$ cat config.mk
export PLATFORM = sky130hd
export DESIGN_NAME = fp_add_unit
export DESIGN_NICKNAME = d
export VERILOG_FILES = /design/src/fp_format_pkg.sv /design/src/fp_status_pkg.sv /design/src/fp_classifier.sv /design/src/lzc.sv /design/src/fp_rounding.sv /design/src/fp_adder_core.sv /design/src/fp_add_unit.sv
export SDC_FILE = /design/constraint.sdc
export NUM_CORES = 1
export LEC_CHECK = 0
export ABC_CLOCK_PERIOD_IN_PS = 10300
export BUFFER_PORTS_ARGS = -buffer_cell sky130_fd_sc_hd__buf_2
export CAP_MARGIN = 20
export CORE_ASPECT_RATIO = 1.4
export CORE_UTILIZATION = 50
export CTS_CLUSTER_DIAMETER = 150
export DETAILED_ROUTE_END_ITERATION = 8
export PLACE_DENSITY = 0.68
export SETUP_SLACK_MARGIN = 0.1
export SYNTH_ARGS = -nofsm -noshare
export SYNTH_HDL_FRONTEND = slang
export SYNTH_SLANG_ARGS = --single-unit
$ cat constraint.sdc
create_clock -name clk -period 10.3 [get_ports clk]
set_input_delay 0 -clock clk [delete_from_list [all_inputs] [get_ports clk]]
set_output_delay 0 -clock clk [all_outputs]
set_load 0.05 [all_outputs]
$ cat src/fp_format_pkg.sv
`default_nettype none

package fp_format_pkg;

    // operand word width, a half precision value sits in the low bits
    localparam int unsigned XLEN = 32;

    typedef enum logic [1:0] {
        FP32 = 2'd0,
        FP16 = 2'd1
    } fp_format_e;

    // ------------------------------------------------------------------------
    // field widths per format
    // ------------------------------------------------------------------------
    function automatic int unsigned exp_bits(fp_format_e fmt);
        case (fmt)
            FP16:    return 5;
            default: return 8;
        endcase
    endfunction

    function automatic int unsigned man_bits(fp_format_e fmt);
        case (fmt)
            FP16:    return 10;
            default: return 23;
        endcase
    endfunction

    // one record per operand, filled by the classifier
    typedef struct packed {
        logic is_zero;
        logic is_subnormal;
        logic is_normal;
        logic is_inf;
        logic is_nan;
        logic is_signalling;
        logic is_quiet;
        logic is_boxed;
    } fp_info_t;

endpackage

`default_nettype wire

$ cat src/fp_status_pkg.sv
`default_nettype none

package fp_status_pkg;

    // encoding follows the RISC-V frm field
    typedef enum logic [2:0] {
        RNE = 3'd0,
        RTZ = 3'd1,
        RDN = 3'd2,
        RUP = 3'd3,
        RMM = 3'd4
    } roundmode_e;

    // ------------------------------------------------------------------------
    // accrued exception flags, same bit order as fflags
    // ------------------------------------------------------------------------
    typedef struct packed {
        // invalid operation
        logic NV;
        // divide by zero, never raised by the adder
        logic DZ;
        // overflow
        logic OF;
        // underflow
        logic UF;
        // inexact
        logic NX;
    } fflags_t;

endpackage

`default_nettype wire

$ cat src/fp_classifier.sv
`timescale 1ns/10ps
`default_nettype none

module fp_classifier import fp_format_pkg::*; #(
    parameter fp_format_e fp_fmt = FP32
) (
    input  logic     [1:0][XLEN-1:0] operands,
    output fp_info_t [1:0]           info
);

    localparam int unsigned exp_w = exp_bits(fp_fmt);
    localparam int unsigned man_w = man_bits(fp_fmt);
    localparam int unsigned fp_w  = 1 + exp_w + man_w;

    for (genvar i = 0; i < 2; i++) begin : g_operand
        logic [exp_w-1:0] exp_field;
        logic [man_w-1:0] man_field;
        logic             exp_zero;
        logic             exp_ones;
        logic             man_zero;

        assign exp_field = operands[i][fp_w-2:man_w];
        assign man_field = operands[i][man_w-1:0];

        assign exp_zero = (exp_field == '0);
        assign exp_ones = &exp_field;
        assign man_zero = (man_field == '0);

        assign info[i].is_zero      = exp_zero & man_zero;
        assign info[i].is_subnormal = exp_zero & ~man_zero;
        assign info[i].is_normal    = ~exp_zero & ~exp_ones;
        assign info[i].is_inf       = exp_ones & man_zero;
        assign info[i].is_nan       = exp_ones & ~man_zero;

        // quiet bit is the top mantissa bit
        assign info[i].is_signalling = exp_ones & ~man_zero & ~man_field[man_w-1];
        assign info[i].is_quiet      = exp_ones & man_field[man_w-1];

        // bits above the format must be clear
        assign info[i].is_boxed = ((operands[i] >> fp_w) == '0);
    end

endmodule

`default_nettype wire

$ cat src/lzc.sv
`timescale 1ns/10ps
`default_nettype none

// mode 1 counts leading zeros, mode 0 trailing zeros
module lzc #(
    parameter  int unsigned width    = 8,
    parameter  bit          mode     = 1'b1,
    localparam int unsigned cnt_bits = (width > 1) ? $clog2(width) : 1
) (
    input  logic [width-1:0]    in_bits,
    output logic [cnt_bits-1:0] count,
    output logic                empty
);

    localparam int unsigned padded = 2 ** cnt_bits;

    // binary heap, node n has children 2n+1 (searched first) and 2n+2
    logic [2*padded-2:0] node_valid;
    logic [cnt_bits-1:0] node_cnt [2*padded-1];

    for (genvar j = 0; j < padded; j++) begin : g_leaf
        if (j < width) begin : g_bit
            assign node_valid[padded-1+j] = mode ? in_bits[width-1-j] : in_bits[j];
        end else begin : g_pad
            assign node_valid[padded-1+j] = 1'b0;
        end
        assign node_cnt[padded-1+j] = '0;
    end

    // each stage prefers the first half and adds the half size otherwise
    for (genvar k = 0; k < cnt_bits; k++) begin : g_level
        for (genvar j = 0; j < 2 ** k; j++) begin : g_node
            localparam int unsigned node = 2 ** k - 1 + j;

            assign node_valid[node] = node_valid[2*node+1] | node_valid[2*node+2];
            assign node_cnt[node]   = node_valid[2*node+1] ? node_cnt[2*node+1] :
                                      node_cnt[2*node+2] | (cnt_bits'(1) << (cnt_bits - 1 - k));
        end
    end

    assign count = node_cnt[0];
    assign empty = ~node_valid[0];

endmodule

`default_nettype wire

$ cat src/fp_rounding.sv
`timescale 1ns/10ps
`default_nettype none

module fp_rounding import fp_status_pkg::*; #(
    parameter int unsigned man_width = 23
) (
    input  logic [man_width-1:0] mant_in,
    input  logic                 guard,
    input  logic                 sticky,
    input  logic                 sign,
    input  roundmode_e           round_mode,
    output logic [man_width-1:0] mant_out,
    output logic                 inexact,
    output logic                 carry_out,
    output logic                 rounded_up
);

    logic round_inc;

    // ------------------------------------------------------------------------
    // increment decision
    // ------------------------------------------------------------------------
    always_comb begin
        case (round_mode)
            // ties go to the even neighbour
            RNE:     round_inc = guard & (sticky | mant_in[0]);
            RTZ:     round_inc = 1'b0;
            RDN:     round_inc = (guard | sticky) & sign;
            RUP:     round_inc = (guard | sticky) & ~sign;
            // ties away from zero
            RMM:     round_inc = guard;
            default: round_inc = 1'b0;
        endcase
    end

    assign {carry_out, mant_out} = {1'b0, mant_in} + {{man_width{1'b0}}, round_inc};

    assign inexact    = guard | sticky;
    assign rounded_up = round_inc;

    // an exact tie under round to nearest even lands on an even mantissa
    always_comb begin
        a_tie_even: assert final (!(round_mode == RNE && guard && !sticky) || !mant_out[0])
            else $error("rounding tie left an odd mantissa %h", mant_out);
    end

endmodule

`default_nettype wire

$ cat src/fp_adder_core.sv
`timescale 1ns/10ps
`default_nettype none

module fp_adder_core import fp_format_pkg::*, fp_status_pkg::*; #(
    parameter fp_format_e fp_fmt = FP32
) (
    input  logic            clk,
    input  logic            reset,
    input  roundmode_e      round_mode,
    input  logic            sub,
    input  logic [XLEN-1:0] rs1_data,
    input  logic [XLEN-1:0] rs2_data,
    input  fp_info_t        info_a,
    input  fp_info_t        info_b,
    output logic [XLEN-1:0] res,
    output fflags_t         status
);

    localparam int unsigned exp_w = exp_bits(fp_fmt);
    localparam int unsigned man_w = man_bits(fp_fmt);
    // hidden bit, mantissa, guard bit and round bit
    localparam int unsigned ext_w = man_w + 3;
    localparam int unsigned lz_w  = $clog2(ext_w);

    typedef struct packed {
        logic             sign;
        logic [exp_w-1:0] exp;
        logic [man_w-1:0] mant;
    } fp_t;

    fp_t fp_a, fp_b_in, fp_b;

    assign fp_a    = rs1_data[$bits(fp_t)-1:0];
    assign fp_b_in = rs2_data[$bits(fp_t)-1:0];
    assign fp_b    = '{sign: fp_b_in.sign ^ sub, exp: fp_b_in.exp, mant: fp_b_in.mant};

    // ------------------------------------------------------------------------
    // alignment
    // ------------------------------------------------------------------------
    logic             exp_nz_a, exp_nz_b;
    logic [exp_w-1:0] raw_exp_a, raw_exp_b;
    logic [ext_w-1:0] ext_mant_a, ext_mant_b;

    assign exp_nz_a = |fp_a.exp;
    assign exp_nz_b = |fp_b.exp;
    // subnormals share the scale of exponent 1
    assign raw_exp_a  = exp_nz_a ? fp_a.exp : exp_w'(1);
    assign raw_exp_b  = exp_nz_b ? fp_b.exp : exp_w'(1);
    assign ext_mant_a = {exp_nz_a, fp_a.mant, 2'b00};
    assign ext_mant_b = {exp_nz_b, fp_b.mant, 2'b00};

    logic             swap, eff_sub, sticky;
    logic             sign_big, sign_small;
    logic [exp_w-1:0] big_exp, exp_diff;
    logic [ext_w-1:0] mant_big, mant_small_raw, mant_small;

    assign swap           = raw_exp_b > raw_exp_a;
    assign big_exp        = swap ? raw_exp_b : raw_exp_a;
    assign exp_diff       = swap ? raw_exp_b - raw_exp_a : raw_exp_a - raw_exp_b;
    assign mant_big       = swap ? ext_mant_b : ext_mant_a;
    assign mant_small_raw = swap ? ext_mant_a : ext_mant_b;
    assign sign_big       = swap ? fp_b.sign : fp_a.sign;
    assign sign_small     = swap ? fp_a.sign : fp_b.sign;
    assign mant_small     = mant_small_raw >> exp_diff;
    // any bit lost in the shift leaves a fraction below the round bit
    assign sticky         = (mant_small << exp_diff) != mant_small_raw;
    assign eff_sub        = fp_a.sign ^ fp_b.sign;

    // ------------------------------------------------------------------------
    // magnitude add
    // ------------------------------------------------------------------------
    logic [ext_w:0] sum_d;
    logic           sign_d;

    always_comb begin
        sum_d  = {1'b0, mant_big} + {1'b0, mant_small};
        sign_d = sign_big;
        if (eff_sub) begin
            // small can only win with equal exponents, then nothing was shifted out
            if (mant_small > mant_big) begin
                sum_d  = {1'b0, mant_small} - {1'b0, mant_big};
                sign_d = sign_small;
            end else begin
                // the sticky fraction borrows one unit from the round bit
                sum_d = {1'b0, mant_big} - {1'b0, mant_small} - {{ext_w{1'b0}}, sticky};
                if (mant_big == mant_small && !sticky) begin
                    sign_d = (round_mode == RDN);
                end
            end
        end
    end

    // special cases, decided alongside the add
    fp_t     special_res;
    fflags_t special_flags;
    logic    is_special;
    logic    nan_a, nan_b;

    // an operand with stray upper bits counts as a NaN
    assign nan_a = info_a.is_nan | ~info_a.is_boxed;
    assign nan_b = info_b.is_nan | ~info_b.is_boxed;

    always_comb begin
        special_res   = '{sign: 1'b0, exp: '1, mant: {1'b1, {(man_w-1){1'b0}}}};
        special_flags = '0;
        is_special    = 1'b0;
        if (nan_a | nan_b) begin
            is_special       = 1'b1;
            special_flags.NV = info_a.is_signalling | info_b.is_signalling;
        end else if (info_a.is_inf | info_b.is_inf) begin
            is_special = 1'b1;
            if (info_a.is_inf & info_b.is_inf & eff_sub) begin
                special_flags.NV = 1'b1;
            end else if (info_a.is_inf) begin
                special_res = '{sign: fp_a.sign, exp: '1, mant: '0};
            end else begin
                special_res = '{sign: fp_b.sign, exp: '1, mant: '0};
            end
        end
    end

    logic [ext_w:0]   sum_q;
    logic [exp_w-1:0] exp_q;
    logic             sticky_q, sign_q, special_q;
    roundmode_e       rm_q;
    fp_t              special_res_q;
    fflags_t          special_flags_q;

    always_ff @(posedge clk) begin
        if (reset) begin
            sum_q           <= '0;
            exp_q           <= '0;
            sticky_q        <= 1'b0;
            sign_q          <= 1'b0;
            rm_q            <= RNE;
            special_q       <= 1'b0;
            special_res_q   <= '0;
            special_flags_q <= '0;
        end else begin
            sum_q           <= sum_d;
            exp_q           <= big_exp;
            sticky_q        <= sticky;
            sign_q          <= sign_d;
            rm_q            <= round_mode;
            special_q       <= is_special;
            special_res_q   <= special_res;
            special_flags_q <= special_flags;
        end
    end

    // ------------------------------------------------------------------------
    // normalisation
    // ------------------------------------------------------------------------
    logic [lz_w-1:0]  lz_count;
    logic             lz_empty;
    logic [exp_w-1:0] shift_limit, norm_shamt;
    logic [exp_w:0]   align_exp;
    logic [ext_w-1:0] norm_mant;
    logic             norm_sticky;

    lzc #(
        .width (ext_w),
        .mode  (1'b1)
    ) i_lzc (
        .in_bits (sum_q[ext_w-1:0]),
        .count   (lz_count),
        .empty   (lz_empty)
    );

    // never shift below exponent 1, the rest stays subnormal
    assign shift_limit = exp_q - 1'b1;
    assign norm_shamt  = (exp_w'(lz_count) > shift_limit) ? shift_limit : exp_w'(lz_count);

    always_comb begin
        align_exp   = {1'b0, exp_q};
        norm_mant   = sum_q[ext_w-1:0];
        norm_sticky = sticky_q;
        if (sum_q[ext_w]) begin
            align_exp   = {1'b0, exp_q} + 1'b1;
            norm_mant   = sum_q[ext_w:1];
            norm_sticky = sum_q[0] | sticky_q;
        end else if (!lz_empty) begin
            align_exp = {1'b0, exp_q} - {1'b0, norm_shamt};
            norm_mant = sum_q[ext_w-1:0] << norm_shamt;
        end
    end

    // ------------------------------------------------------------------------
    // rounding and overflow
    // ------------------------------------------------------------------------
    logic [man_w-1:0] round_mant;
    logic             round_ix, round_cout;
    logic [exp_w:0]   enc_exp, final_exp;
    logic             overflow, to_inf;
    fp_t              normal_res;
    fflags_t          normal_flags;

    fp_rounding #(
        .man_width (man_w)
    ) i_rounding (
        .mant_in    (norm_mant[ext_w-2:2]),
        .guard      (norm_mant[1]),
        .sticky     (norm_mant[0] | norm_sticky),
        .sign       (sign_q),
        .round_mode (rm_q),
        .mant_out   (round_mant),
        .inexact    (round_ix),
        .carry_out  (round_cout),
        .rounded_up ()
    );

    // no hidden bit means a subnormal, encoded with exponent 0
    assign enc_exp   = norm_mant[ext_w-1] ? align_exp : '0;
    assign final_exp = enc_exp + round_cout;
    assign overflow  = final_exp >= {1'b0, {exp_w{1'b1}}};

    always_comb begin
        case (rm_q)
            RTZ:     to_inf = 1'b0;
            RDN:     to_inf = sign_q;
            RUP:     to_inf = ~sign_q;
            default: to_inf = 1'b1;
        endcase
    end

    always_comb begin
        normal_res = '{sign: sign_q, exp: final_exp[exp_w-1:0], mant: round_mant};
        if (overflow) begin
            normal_res.exp  = to_inf ? {exp_w{1'b1}} : {{(exp_w-1){1'b1}}, 1'b0};
            normal_res.mant = {man_w{~to_inf}};
        end
        normal_flags    = '0;
        normal_flags.OF = overflow;
        normal_flags.NX = round_ix | overflow;
        normal_flags.UF = round_ix & (final_exp == '0);
    end

    assign res    = special_q ? XLEN'(special_res_q) : XLEN'(normal_res);
    assign status = special_q ? special_flags_q : normal_flags;

    // the output stage settles to known values once out of reset
    a_no_x_out: assert property (@(posedge clk) disable iff (reset) !$isunknown({res, status}))
        else $error("unknown bits on res %h or status %h", res, status);

endmodule

`default_nettype wire

$ cat src/fp_add_unit.sv
`timescale 1ns/10ps
`default_nettype none

module fp_add_unit import fp_format_pkg::*, fp_status_pkg::*; #(
    parameter fp_format_e fp_fmt = FP32
) (
    input  logic            clk,
    input  logic            reset,
    input  roundmode_e      round_mode,
    input  logic            sub,
    input  logic [XLEN-1:0] rs1_data,
    input  logic [XLEN-1:0] rs2_data,
    output logic [XLEN-1:0] res,
    output fflags_t         status
);

    // index 0 describes rs1, index 1 describes rs2
    fp_info_t [1:0] info;

    fp_classifier #(
        .fp_fmt (fp_fmt)
    ) i_classifier (
        .operands ({rs2_data, rs1_data}),
        .info     (info)
    );

    fp_adder_core #(
        .fp_fmt (fp_fmt)
    ) i_adder_core (
        .clk        (clk),
        .reset      (reset),
        .round_mode (round_mode),
        .sub        (sub),
        .rs1_data   (rs1_data),
        .rs2_data   (rs2_data),
        .info_a     (info[0]),
        .info_b     (info[1]),
        .res        (res),
        .status     (status)
    );

endmodule

`default_nettype wire

# == Yosys cells after proc, flatten, opt, wreduce, memory -nomap -nowiden ==
# Index checks and enable logic that the tools add are counted.
# word_totals
register_bits,74
input_bits,70
output_inout_bits,37
elab_cells,162
# op_classes
addsub,11
order_cmp,4
n_eq_ne,7
shifts,3
muxes,61
bitwise_logic,54
reduce_logical,11
# ops
operator,count
$mux W31,4
$mux W26,4
$mux W32,2
$mux W27,2
$sub A26 B26 Y27,2
$shl A26 B8 Y26,2
$logic_not A23 Y1,2
$mux W5,8
$mux W8,5
$or A1 B1 Y1,33
$add A26 B26 Y27,1
$mux W9,3
$sub A27 B1 Y27,1
$eq A26 B26 Y1,1
$gt A26 B26 Y1,1
$ne A26 B26 Y1,1
$shr A26 B8 Y26,1
$mux W1,25
$add A23 B1 Y24,1
$mux W4,4
$reduce_and A8 Y1,2
$reduce_or A8 Y1,2
$sub A8 B8 Y8,2
$and A1 B1 Y1,12
21 further kinds,30

# == Depth between registers and ports, before layout ==
# Gate-level depths: netlist of run 1.
# logic_depth
word_depth,19
ltp_mapped,46
ltp_nobuf,43

# == Hierarchy ==
# From an unflattened synthesis of run 1, not the netlist that was laid out.
# unflattened
hier_cells,2369
hier_area_um2,16155.5
# modules_own_cells
mod,n_inst,cells_per_inst,area_per_inst_um2,seq_area_each_um2
fp_adder_core,1,2197,15004.4,900.9
fp_rounding,1,71,501.7,0.0
fp_classifier,1,51,334.1,0.0
lzc,1,50,315.3,0.0

# == Least setup slack after synthesis of run 1 ==
# Ideal clock, no wire load.
# synth_timing
path_type,register to output
start,reg i_adder_core.sum_q[3]
end,out res[10]
arrival_ns,8.066
t_required_ns,10.300
path_slack_ns,2.234
path_stages_with_launch,42
n_path_buf,5
cell_sequence,dfxtp_1 clkbuf_1 nor4_1 o21ai_0 nand2_1 a21boi_0 o21ai_0 inv_1 ha_1 o21a_1 o21a_1 o21ai_0 a21o_4 buf_2 nor2_1 or3_1 clkbuf_1 nor2_1 [6 not listed] a21oi_1 ha_1 o211a_1 and4b_1 and2_1 and2b_1 and3_1 ha_1 ha_1 nand2_1 xor2_1 nand2_1 nor4b_1 a41oi_1 or2_1 buf_2 clkbuf_1 a21oi_1
# synth_via
elab_chain_len,19
word_cells_on_any_way,31
cone_classes,add/sub: 3; order compare: 2; shift: 1; mux: 14; bitwise: 11
# synth_rtl
element,line,text
"start, declared",fp_adder_core.sv:122,logic [ext_w:0] sum_q;
"start signal, assigned",fp_adder_core.sv:140,sum_q <= sum_d;
$mux W1 / $or A1 B1 Y1 (equally long branches),"lzc.sv:36, lzc.sv:35",
$mux W4 / $or A1 B1 Y1 (equally long branches) (2 in series),"lzc.sv:36, lzc.sv:35",
$mux W4,lzc.sv:36,assign node_cnt[node] = node_valid[2*node+1] ? node_cnt[2*node+1] :
$mux W5,lzc.sv:36,
$gt A5 B8 Y1,fp_adder_core.sv:172,assign norm_shamt = (exp_w'(lz_count) > shift_limit) ? shift_limit : exp_w'(lz_count);
$mux W8,fp_adder_core.sv:172,
$shl A26 B8 Y26,fp_adder_core.sv:184,norm_mant = sum_q[ext_w-1:0] << norm_shamt;
$mux W26,fp_adder_core.sv:182,end else if (!lz_empty) begin
[2 not listed],n/a,
$or A1 B1 Y1 (on tied branches),"fp_rounding.sv:28, fp_rounding.sv:29, fp_rounding.sv:26",
$and A1 B1 Y1 (on tied branches),"fp_rounding.sv:29, fp_rounding.sv:26, fp_rounding.sv:28",
$pmux W1 S4,fp_rounding.sv:24,case (round_mode)
$add A23 B1 Y24,fp_rounding.sv:36,"assign {carry_out, mant_out} = {1'b0, mant_in} + {{man_width{1'b0}}, round_inc};"
$add A9 B1 Y9,fp_adder_core.sv:214,assign final_exp = enc_exp + round_cout;
$ge A9 B8 Y1,fp_adder_core.sv:215,"assign overflow = final_exp >= {1'b0, {exp_w{1'b1}}};"
$mux W31 (*),fp_adder_core.sv:228,if (overflow) begin
$mux W32 (*),fp_adder_core.sv:238,assign res = special_q ? XLEN'(special_res_q) : XLEN'(normal_res);
"end, declared",fp_add_unit.sv:13,"output logic [XLEN-1:0] res,"
# Every way passes the cells marked *; elsewhere a longest branch is shown, timed or not.

# == Worst setup path after layout of run 1 ==
# layout_timing
start,in rs1_data[28]
end,reg i_adder_core.sum_q[25]
# layout_via
elab_chain_len,10
word_cells_on_any_way,18
cone_classes,add/sub: 6; order compare: 2; eq/ne: 1; shift: 2; mux: 6; reduce/logical: 1
# layout_rtl
element,line,text
"start, declared",fp_add_unit.sv:11,"input logic [XLEN-1:0] rs1_data,"
$reduce_or A8 Y1,fp_adder_core.sv:44,assign exp_nz_a = |fp_a.exp;
$mux W8,fp_adder_core.sv:47,assign raw_exp_a = exp_nz_a ? fp_a.exp : exp_w'(1);
$sub A8 B8 Y8 / $gt A8 B8 Y1 (equally long branches),"fp_adder_core.sv:59, fp_adder_core.sv:57",
$mux W8 / $mux W26 (equally long branches),"fp_adder_core.sv:59, fp_adder_core.sv:61",
$shr A26 B8 Y26,fp_adder_core.sv:64,assign mant_small = mant_small_raw >> exp_diff;
$shl A26 B8 Y26,fp_adder_core.sv:66,assign sticky = (mant_small << exp_diff) != mant_small_raw;
$ne A26 B26 Y1,fp_adder_core.sv:66,
$sub A27 B1 Y27,fp_adder_core.sv:85,"sum_d = {1'b0, mant_big} - {1'b0, mant_small} - {{ext_w{1'b0}}, sticky};"
$mux W27,fp_adder_core.sv:80,if (mant_small > mant_big) begin
$mux W27 (*),fp_adder_core.sv:78,if (eff_sub) begin
# Marked as above.
# A chain may end at the register's enable or synchronous reset.

==> results of run 1 <==
==> power groups by stage <==
stage                     clock network (uW)  logic, uW  registers [uW]
after global routing                     189       3650             276
after CTS                                184       3320             268
after floorplan                            0       2490             238
after detailed placement                   0       3300             272
after global placement                     0       3280             271
final                                    183       3450             272
==> metrics by stage <==
stage	cells	utilization (%)	cell area [um^2]	total power [uW]
final	2540	56.12	16100	3902
after global routing	2540	56.12	16100	4116
after CTS	2532	55.52	15920	3769
after detailed placement	2512	54.52	15640	3574
after global placement	2511	54.50	15630	3552
after floorplan	2104	-	14720	2727
==> cells in the final DEF (no fill, tap or decap), types with 29 or more instances in the layout <==
cell      synthesis  routed
mux2i_1          82      79
a21oi_1         155     153
a211oi_1         46      45
o211ai_1         44      44
dfxtp_1          45      45
o21ai_0         101      95
nand3_1          70      70
nor2_1          171     169
mux4_2           32      32
xor2_1           30      29
buf_4            11      79
xnor2_1          57      56
nor3_1           57      57
nand2_1         302     300
buf_2            29     106
inv_1           141     141
ha_1            108     108
==> per-layer routing <==
layer / vias up / global-route usage [%]
met1: 8076 / 45.54
met2: 1074 / 75.41
met4: 0 / 42.19
met3: 382 / 9.310
li1: 7793 / -
met5: - / 0
==> final timing paths <==
kind | from | end | slack (ns)
worst max-delay path | rs1_data[28] | i_adder_core.sum_q[25]$_SDFF_PP0_ | 0.59
worst min-delay path | rs1_data[30] | i_adder_core.exp_q[7]$_SDFF_PP0_ | 0.009
==> final cells by class <==
type,count,share of cell area (%)
multi-input combinational,1761,78.79
clock buffer,6,0.8007
inverter,151,3.553
sequential,45,5.597
timing repair buffer,200,8.100
tap,375,2.915
clock inverter,2,0.2410
==> cell families (layout without fill, tap and decap cells) <==
| family | after synthesis | in the layout | synth area share (%) |
|---|---|---|---|
| AO/OA/AOI/OAI | 625 | 625 | 29.66 |
| AND/OR/NAND/NOR | 772 | 772 | 24.46 |
| buffers and inverters | 299 | 359 | 8.818 |
| flip-flops | 45 | 45 | 6.122 |
| multiplexers | 137 | 138 | 12.74 |
| XOR/XNOR | 88 | 88 | 5.289 |
| other | 2 | 3 | 0.05104 |
| adder cells (fa/ha/maj) | 135 | 135 | 12.86 |
==> state kept, by name, summed over array words and instances (netlist names) <==
register / count
i_adder_core.sum_q: 27
i_adder_core.exp_q: 8
i_adder_core.rm_q: 3
i_adder_core.special_res_q: 3
i_adder_core.sign_q: 1
i_adder_core.special_flags_q: 1
i_adder_core.special_q: 1
i_adder_core.sticky_q: 1
==> critical path: cells and delay by family <==
family	cells	cell delay, ns
XOR/XNOR	1	0.11
buffers and inverters	6	1.28
multiplexers	1	0.39
AND/OR/NAND/NOR	11	2.05
AO/OA/AOI/OAI	21	4.83
adder cells (fa/ha/maj)	5	1.23
==> what timing repair did <==
action                                  CTS  global route
hold buffers                             12             0
buffers inserted                          0             7
hold endpoints to repair                  9             0
gates resized for setup                   0            26
endpoints found under the setup margin    0            49
==> flow_metrics.tcl, run 1 <==
set metrics [dict create \
    combPwrFrac_pct 88.3 \
    top_layer_used "met4" \
    power-per-cell-area_nw_per_um2 242.4 \
    finalHoldViolations 0 \
    seq_power_share_pct 7.0 \
    synthArstFlopShare_pct 0 \
    fp.dieArea_um2 30130 \
    finalSetupViolCount 0 \
    yosys.area.top_type_share_pct 9.184 \
    clkPwrFrac_pct 4.7 \
    syn2layout_area_growth_pct 9.388 \
    synth_enable_flop_cells 0 \
    wl_um 66820 \
    critical_path.startpoint_type "input port" \
    ys_seq_area_share_pct 6.122 \
    post-place-ws_ns 0.6208 \
    maxCapViolCount 0 \
    worstSetupPathType "in2reg" \
    antennaDiodeCount 0 \
    grt_max_degree 56 \
    ys.flop_type "dfxtp_1" \
    p_int_uw 1442 \
    synth_commonest_cells "302 x nand2_1, 171 x nor2_1, 155 x a21oi_1" \
    nFillCells 2811 \
    seq_area_um2 900.9 \
    multi_input_area_um2 12680 \
    cts_buffers 5 \
    vias_per_cell 6.821 \
    crit_top_cell "a21oi_1" \
    cts.path.max_buffers 2 \
    dr.pass1.iters 9 \
    met1_length_um 22540 \
    io_pins 107 \
    die_h_um 205.0 \
    dp_hpwl_um 52250 \
    fmax_ghz 0.1030 \
    wl_met2_um 30920 \
    crit_slowest_cell "o21ai_0" \
    tightest_slew_ns 1.177 \
    antenna_found_initial 1 \
    period_share_pct 94.29 \
    p_switching_uw 2460 \
    yosysTopAreaCell "ha_1" \
    drc 0 \
    netlist-cell-type-count 118 \
    globalRouteTotalUtil_pct 44.46 \
    max_stage_delay_ns 0.64 \
    p_leak_uw 0.006610 \
    num_vias 17330 \
    nets 2369 \
    setup_slack_ns 0.5884 \
    synth.avg_cell_area_um2 6.997 \
    globalplace.congestion 1.135 \
    slew_headroom_pct 20.00 \
    grt_setup_unrepaired "true" \
    yosysMostFrequentCell "nand2_1" \
    grt_pass1_wl_um 101300 \
    tns_ns 0 \
    ys_seq_elements 45 \
    clk_pin_slew_ns 0.07 \
    holdWs_ns 0.009040 \
    io_buffers 105 \
    holdPathStages 3 \
    drv_slew 0 \
    synth.area.top_cells "ha_1 9.2%, nand2_1 7.7%, dfxtp_1 6.1%, mux2i_1 5.6%, a21oi_1 5.3%" \
    cts-root-buf "clkbuf_16" \
    netSwitchingFraction_pct 63.05 \
    initial_utilization_pct 51.30 \
    crit_arrival_ns 9.91 \
    ant_nets 0 \
    rows 73 \
    grt_overflow 0 \
    routedWlPerCell_um 26.31 \
    syn_area_um2 14710 \
    vdd_drop_max_mv 0.1894 \
    status "finished clean" \
    critPathRequiredTime_ns 10.49 \
    die-width_um 147.0 \
    end_kind "flop" \
    period_needed_ns 9.712 \
    htreeDepth 2 \
    yosys_warnings 0 \
    cts_sinks 45 \
    cts_tree "yes" \
    wl_met3_um 5629 \
    crit_fanout 55 \
    drtIter0Drc 1680 \
    hp-class "in2reg" \
    drive_gt1_share_pct 15.29 \
    core_um2 28680 \
    synthCells 2103 \
    grt_pass1_vias 16640 \
]
Note: power is estimated with default switching activity, not from simulation.
==> run 2, diff against run 1 <==
--- a/config.mk
+++ b/config.mk
@@ -11,5 +11,4 @@
 export CORE_ASPECT_RATIO = 1.4
 export CORE_UTILIZATION = 50
-export CTS_CLUSTER_DIAMETER = 150
 export DETAILED_ROUTE_END_ITERATION = 8
 export PLACE_DENSITY = 0.68
==> constraint.sdc (replaced) <==
create_clock -name clk -period 10.3 [get_ports clk]
set_input_delay 0 -clock clk [delete_from_list [all_inputs] [get_ports clk]]
set_output_delay 0 -clock clk [all_outputs]
set_load 0.01 [all_outputs]
==> run 2 against run 1 <==
  * Sequential share of layout area about the same
  * Design area increased by 0.54%
  * Routed wire length decreased by 0.59%
  * Combinational power decreased by 15%
  * Via count increased by 0.64%
  * Clock-buffer cell count unchanged
  * Clock power decreased by 9%
  * Hold slack got worse by 0.0055 ns
  * Total power decreased by 14%
  * Utilization increased by 0.30 points
  * Largest cell class unchanged
  * Highest routed layer unchanged
==> flow_metrics.tcl, run 2 (same netlist as run 1, synthesis figures left out) <==
set metrics [dict create \
    multi_input_area_um2 12750 \
    antennaDiodeCount 0 \
    p_switching_uw 1936 \
    clk_pin_slew_ns 0.07 \
    grt_setup_unrepaired "false" \
    layout_common_cells "300 x nand2_1, 169 x nor2_1, 151 x a21oi_1" \
    htreeDepth 2 \
    dp_hpwl_um 52010 \
    drtIter0Drc 1799 \
    slew_headroom_pct 21.33 \
    nets 2373 \
    layout.cells.most_common "nand2_1" \
    period_share_pct 94.75 \
    crit_arrival_ns 9.91 \
    fmax_ghz 0.1025 \
    critPathTopFamily "compound AO/OA/AOI/OAI gates" \
    largest_reg_flops 27 \
    maxCapViolCount 0 \
    globalRouteTotalUtil_pct 43.27 \
    cts_buffers 5 \
    wl_um 66430 \
    dr.pass1.iters 6 \
    cts_sinks 45 \
    finalHoldViolations 0 \
    vdd_drop_max_mv 0.1476 \
    seq_area_um2 900.9 \
    crit_fanout 55 \
    status "finished clean" \
    netSwitchingFraction_pct 57.57 \
    critical_path.startpoint_type "input port" \
    p_int_uw 1427 \
    grt_max_degree 56 \
    clkPwrFrac_pct 4.9 \
    grt_overflow 0 \
    die-width_um 147.0 \
    io_buffers 105 \
    placed_area_um2 15640 \
    worstSetupPathType "in2reg" \
    tns_ns 0 \
    max_stage_delay_ns 0.56 \
    hp-class "in2reg" \
    stdcell_area_um2 16180 \
    cts.path.max_buffers 2 \
    routedWlPerCell_um 26.11 \
    reg_top3 "i_adder_core.sum_q: 27 flops, i_adder_core.exp_q: 8 flops" \
    vias_per_cell 6.854 \
    initial_utilization_pct 51.30 \
    ant_nets 0 \
    critPathBufInv 4 \
    postLayoutCoreUtil_pct 56.42 \
    drv_slew 0 \
    drc 0 \
    tightest_slew_ns 1.157 \
    period_needed_ns 9.760 \
    cts_tree "yes" \
    p_leak_uw 0.006635 \
    core_um2 28680 \
    crit_top_cell "o31a_1" \
    grt_pass1_wl_um 99260 \
    power-per-cell-area_nw_per_um2 207.8 \
    seq_power_share_pct 8.2 \
    critPathRequiredTime_ns 10.45 \
    io_pins 107 \
    die_h_um 205.0 \
    end_kind "flop" \
    fp.dieArea_um2 30130 \
    crit_slowest_cell "mux2i_1" \
    syn2layout_area_growth_pct 9.975 \
    antenna_found_initial 1 \
    globalplace.congestion 1.135 \
    drive_gt1_share_pct 15.72 \
    combPwrFrac_pct 86.9 \
    nFillCells 2793 \
    rows 73 \
    cts-root-buf "clkbuf_16" \
    finalSetupViolCount 0 \
    grt_pass1_vias 16500 \
    regMostFlops "i_adder_core.sum_q" \
    num_vias 17440 \
]
-- run 2: changes by cell type in the layout (fill, tap and decap cells not counted), sizes merged --
| cell | change |
|---|---|
| dlygate4sd3 | +1 |
| clkinv | +1 |
| bufinv | -1 |
| buf | +2 |
| o21a | +1 |
-- run 2: stage by stage --
step           worst slack, ns  hold WS, ns  power [uW]  std cells
2_1_floorplan            2.704       0.1282        2216       2104
3_5_place_dp            0.6518       0.2443        3054       2512
5_1_grt                0.06060      0.02062        3572       2544
3_3_place_gp            0.7333       0.2462        3035       2511
4_1_cts                 0.3900     0.005161        3230       2533
6_report                0.5403     0.003493        3362       2544
-- run 2: what timing repair did --
item                                    4_1_cts  5_1_grt
hold buffers                                 13        0
buffers inserted                              0        9
endpoints found under the setup margin        0       28
endpoints found under the hold margin         9        0
gates resized for setup                       0       35
-- run 2: per-layer routing --
metal	track usage (%)	part of all wire (%)	vias up
li1	-	-	7807
met1	43.97	34	8183
met2	75.22	48	1097
met3	8.062	7.8	349
met4	39.69	11	0
met5	0	0	-
-- run 2: final timing paths --
| path | from | end | slack [ns] | depth (start not counted) |
|---|---|---|---|---|
| worst max-delay path | rs2_data[28] | i_adder_core.sum_q[1]$_SDFF_PP0_ | 0.54 | 34 |
| worst min-delay path | rs1_data[26] | i_adder_core.exp_q[3]$_SDFF_PP0_ | 0.003 | 3 |
-- run 2: cell type report --
cell class / count / area share (%)
Inverter: 151 / 3.534
Multi-Input combinational cell: 1762 / 78.80
Timing Repair Buffer: 203 / 8.258
Clock buffer: 6 / 0.8583
Sequential cell: 45 / 5.567
Tap cell: 375 / 2.900
Clock inverter: 2 / 0.08505
-- run 2: power groups by stage --
| stage | Sequential (uW) | Combinational [uW] | Clock [uW] |
|---|---|---|---|
| 2_1_floorplan | 238 | 1980 | 0 |
| 3_3_place_gp | 274 | 2760 | 0 |
| 3_5_place_dp | 275 | 2780 | 0 |
| 4_1_cts | 271 | 2790 | 167 |
| 5_1_grt | 279 | 3120 | 174 |
| 6_report | 275 | 2920 | 166 |
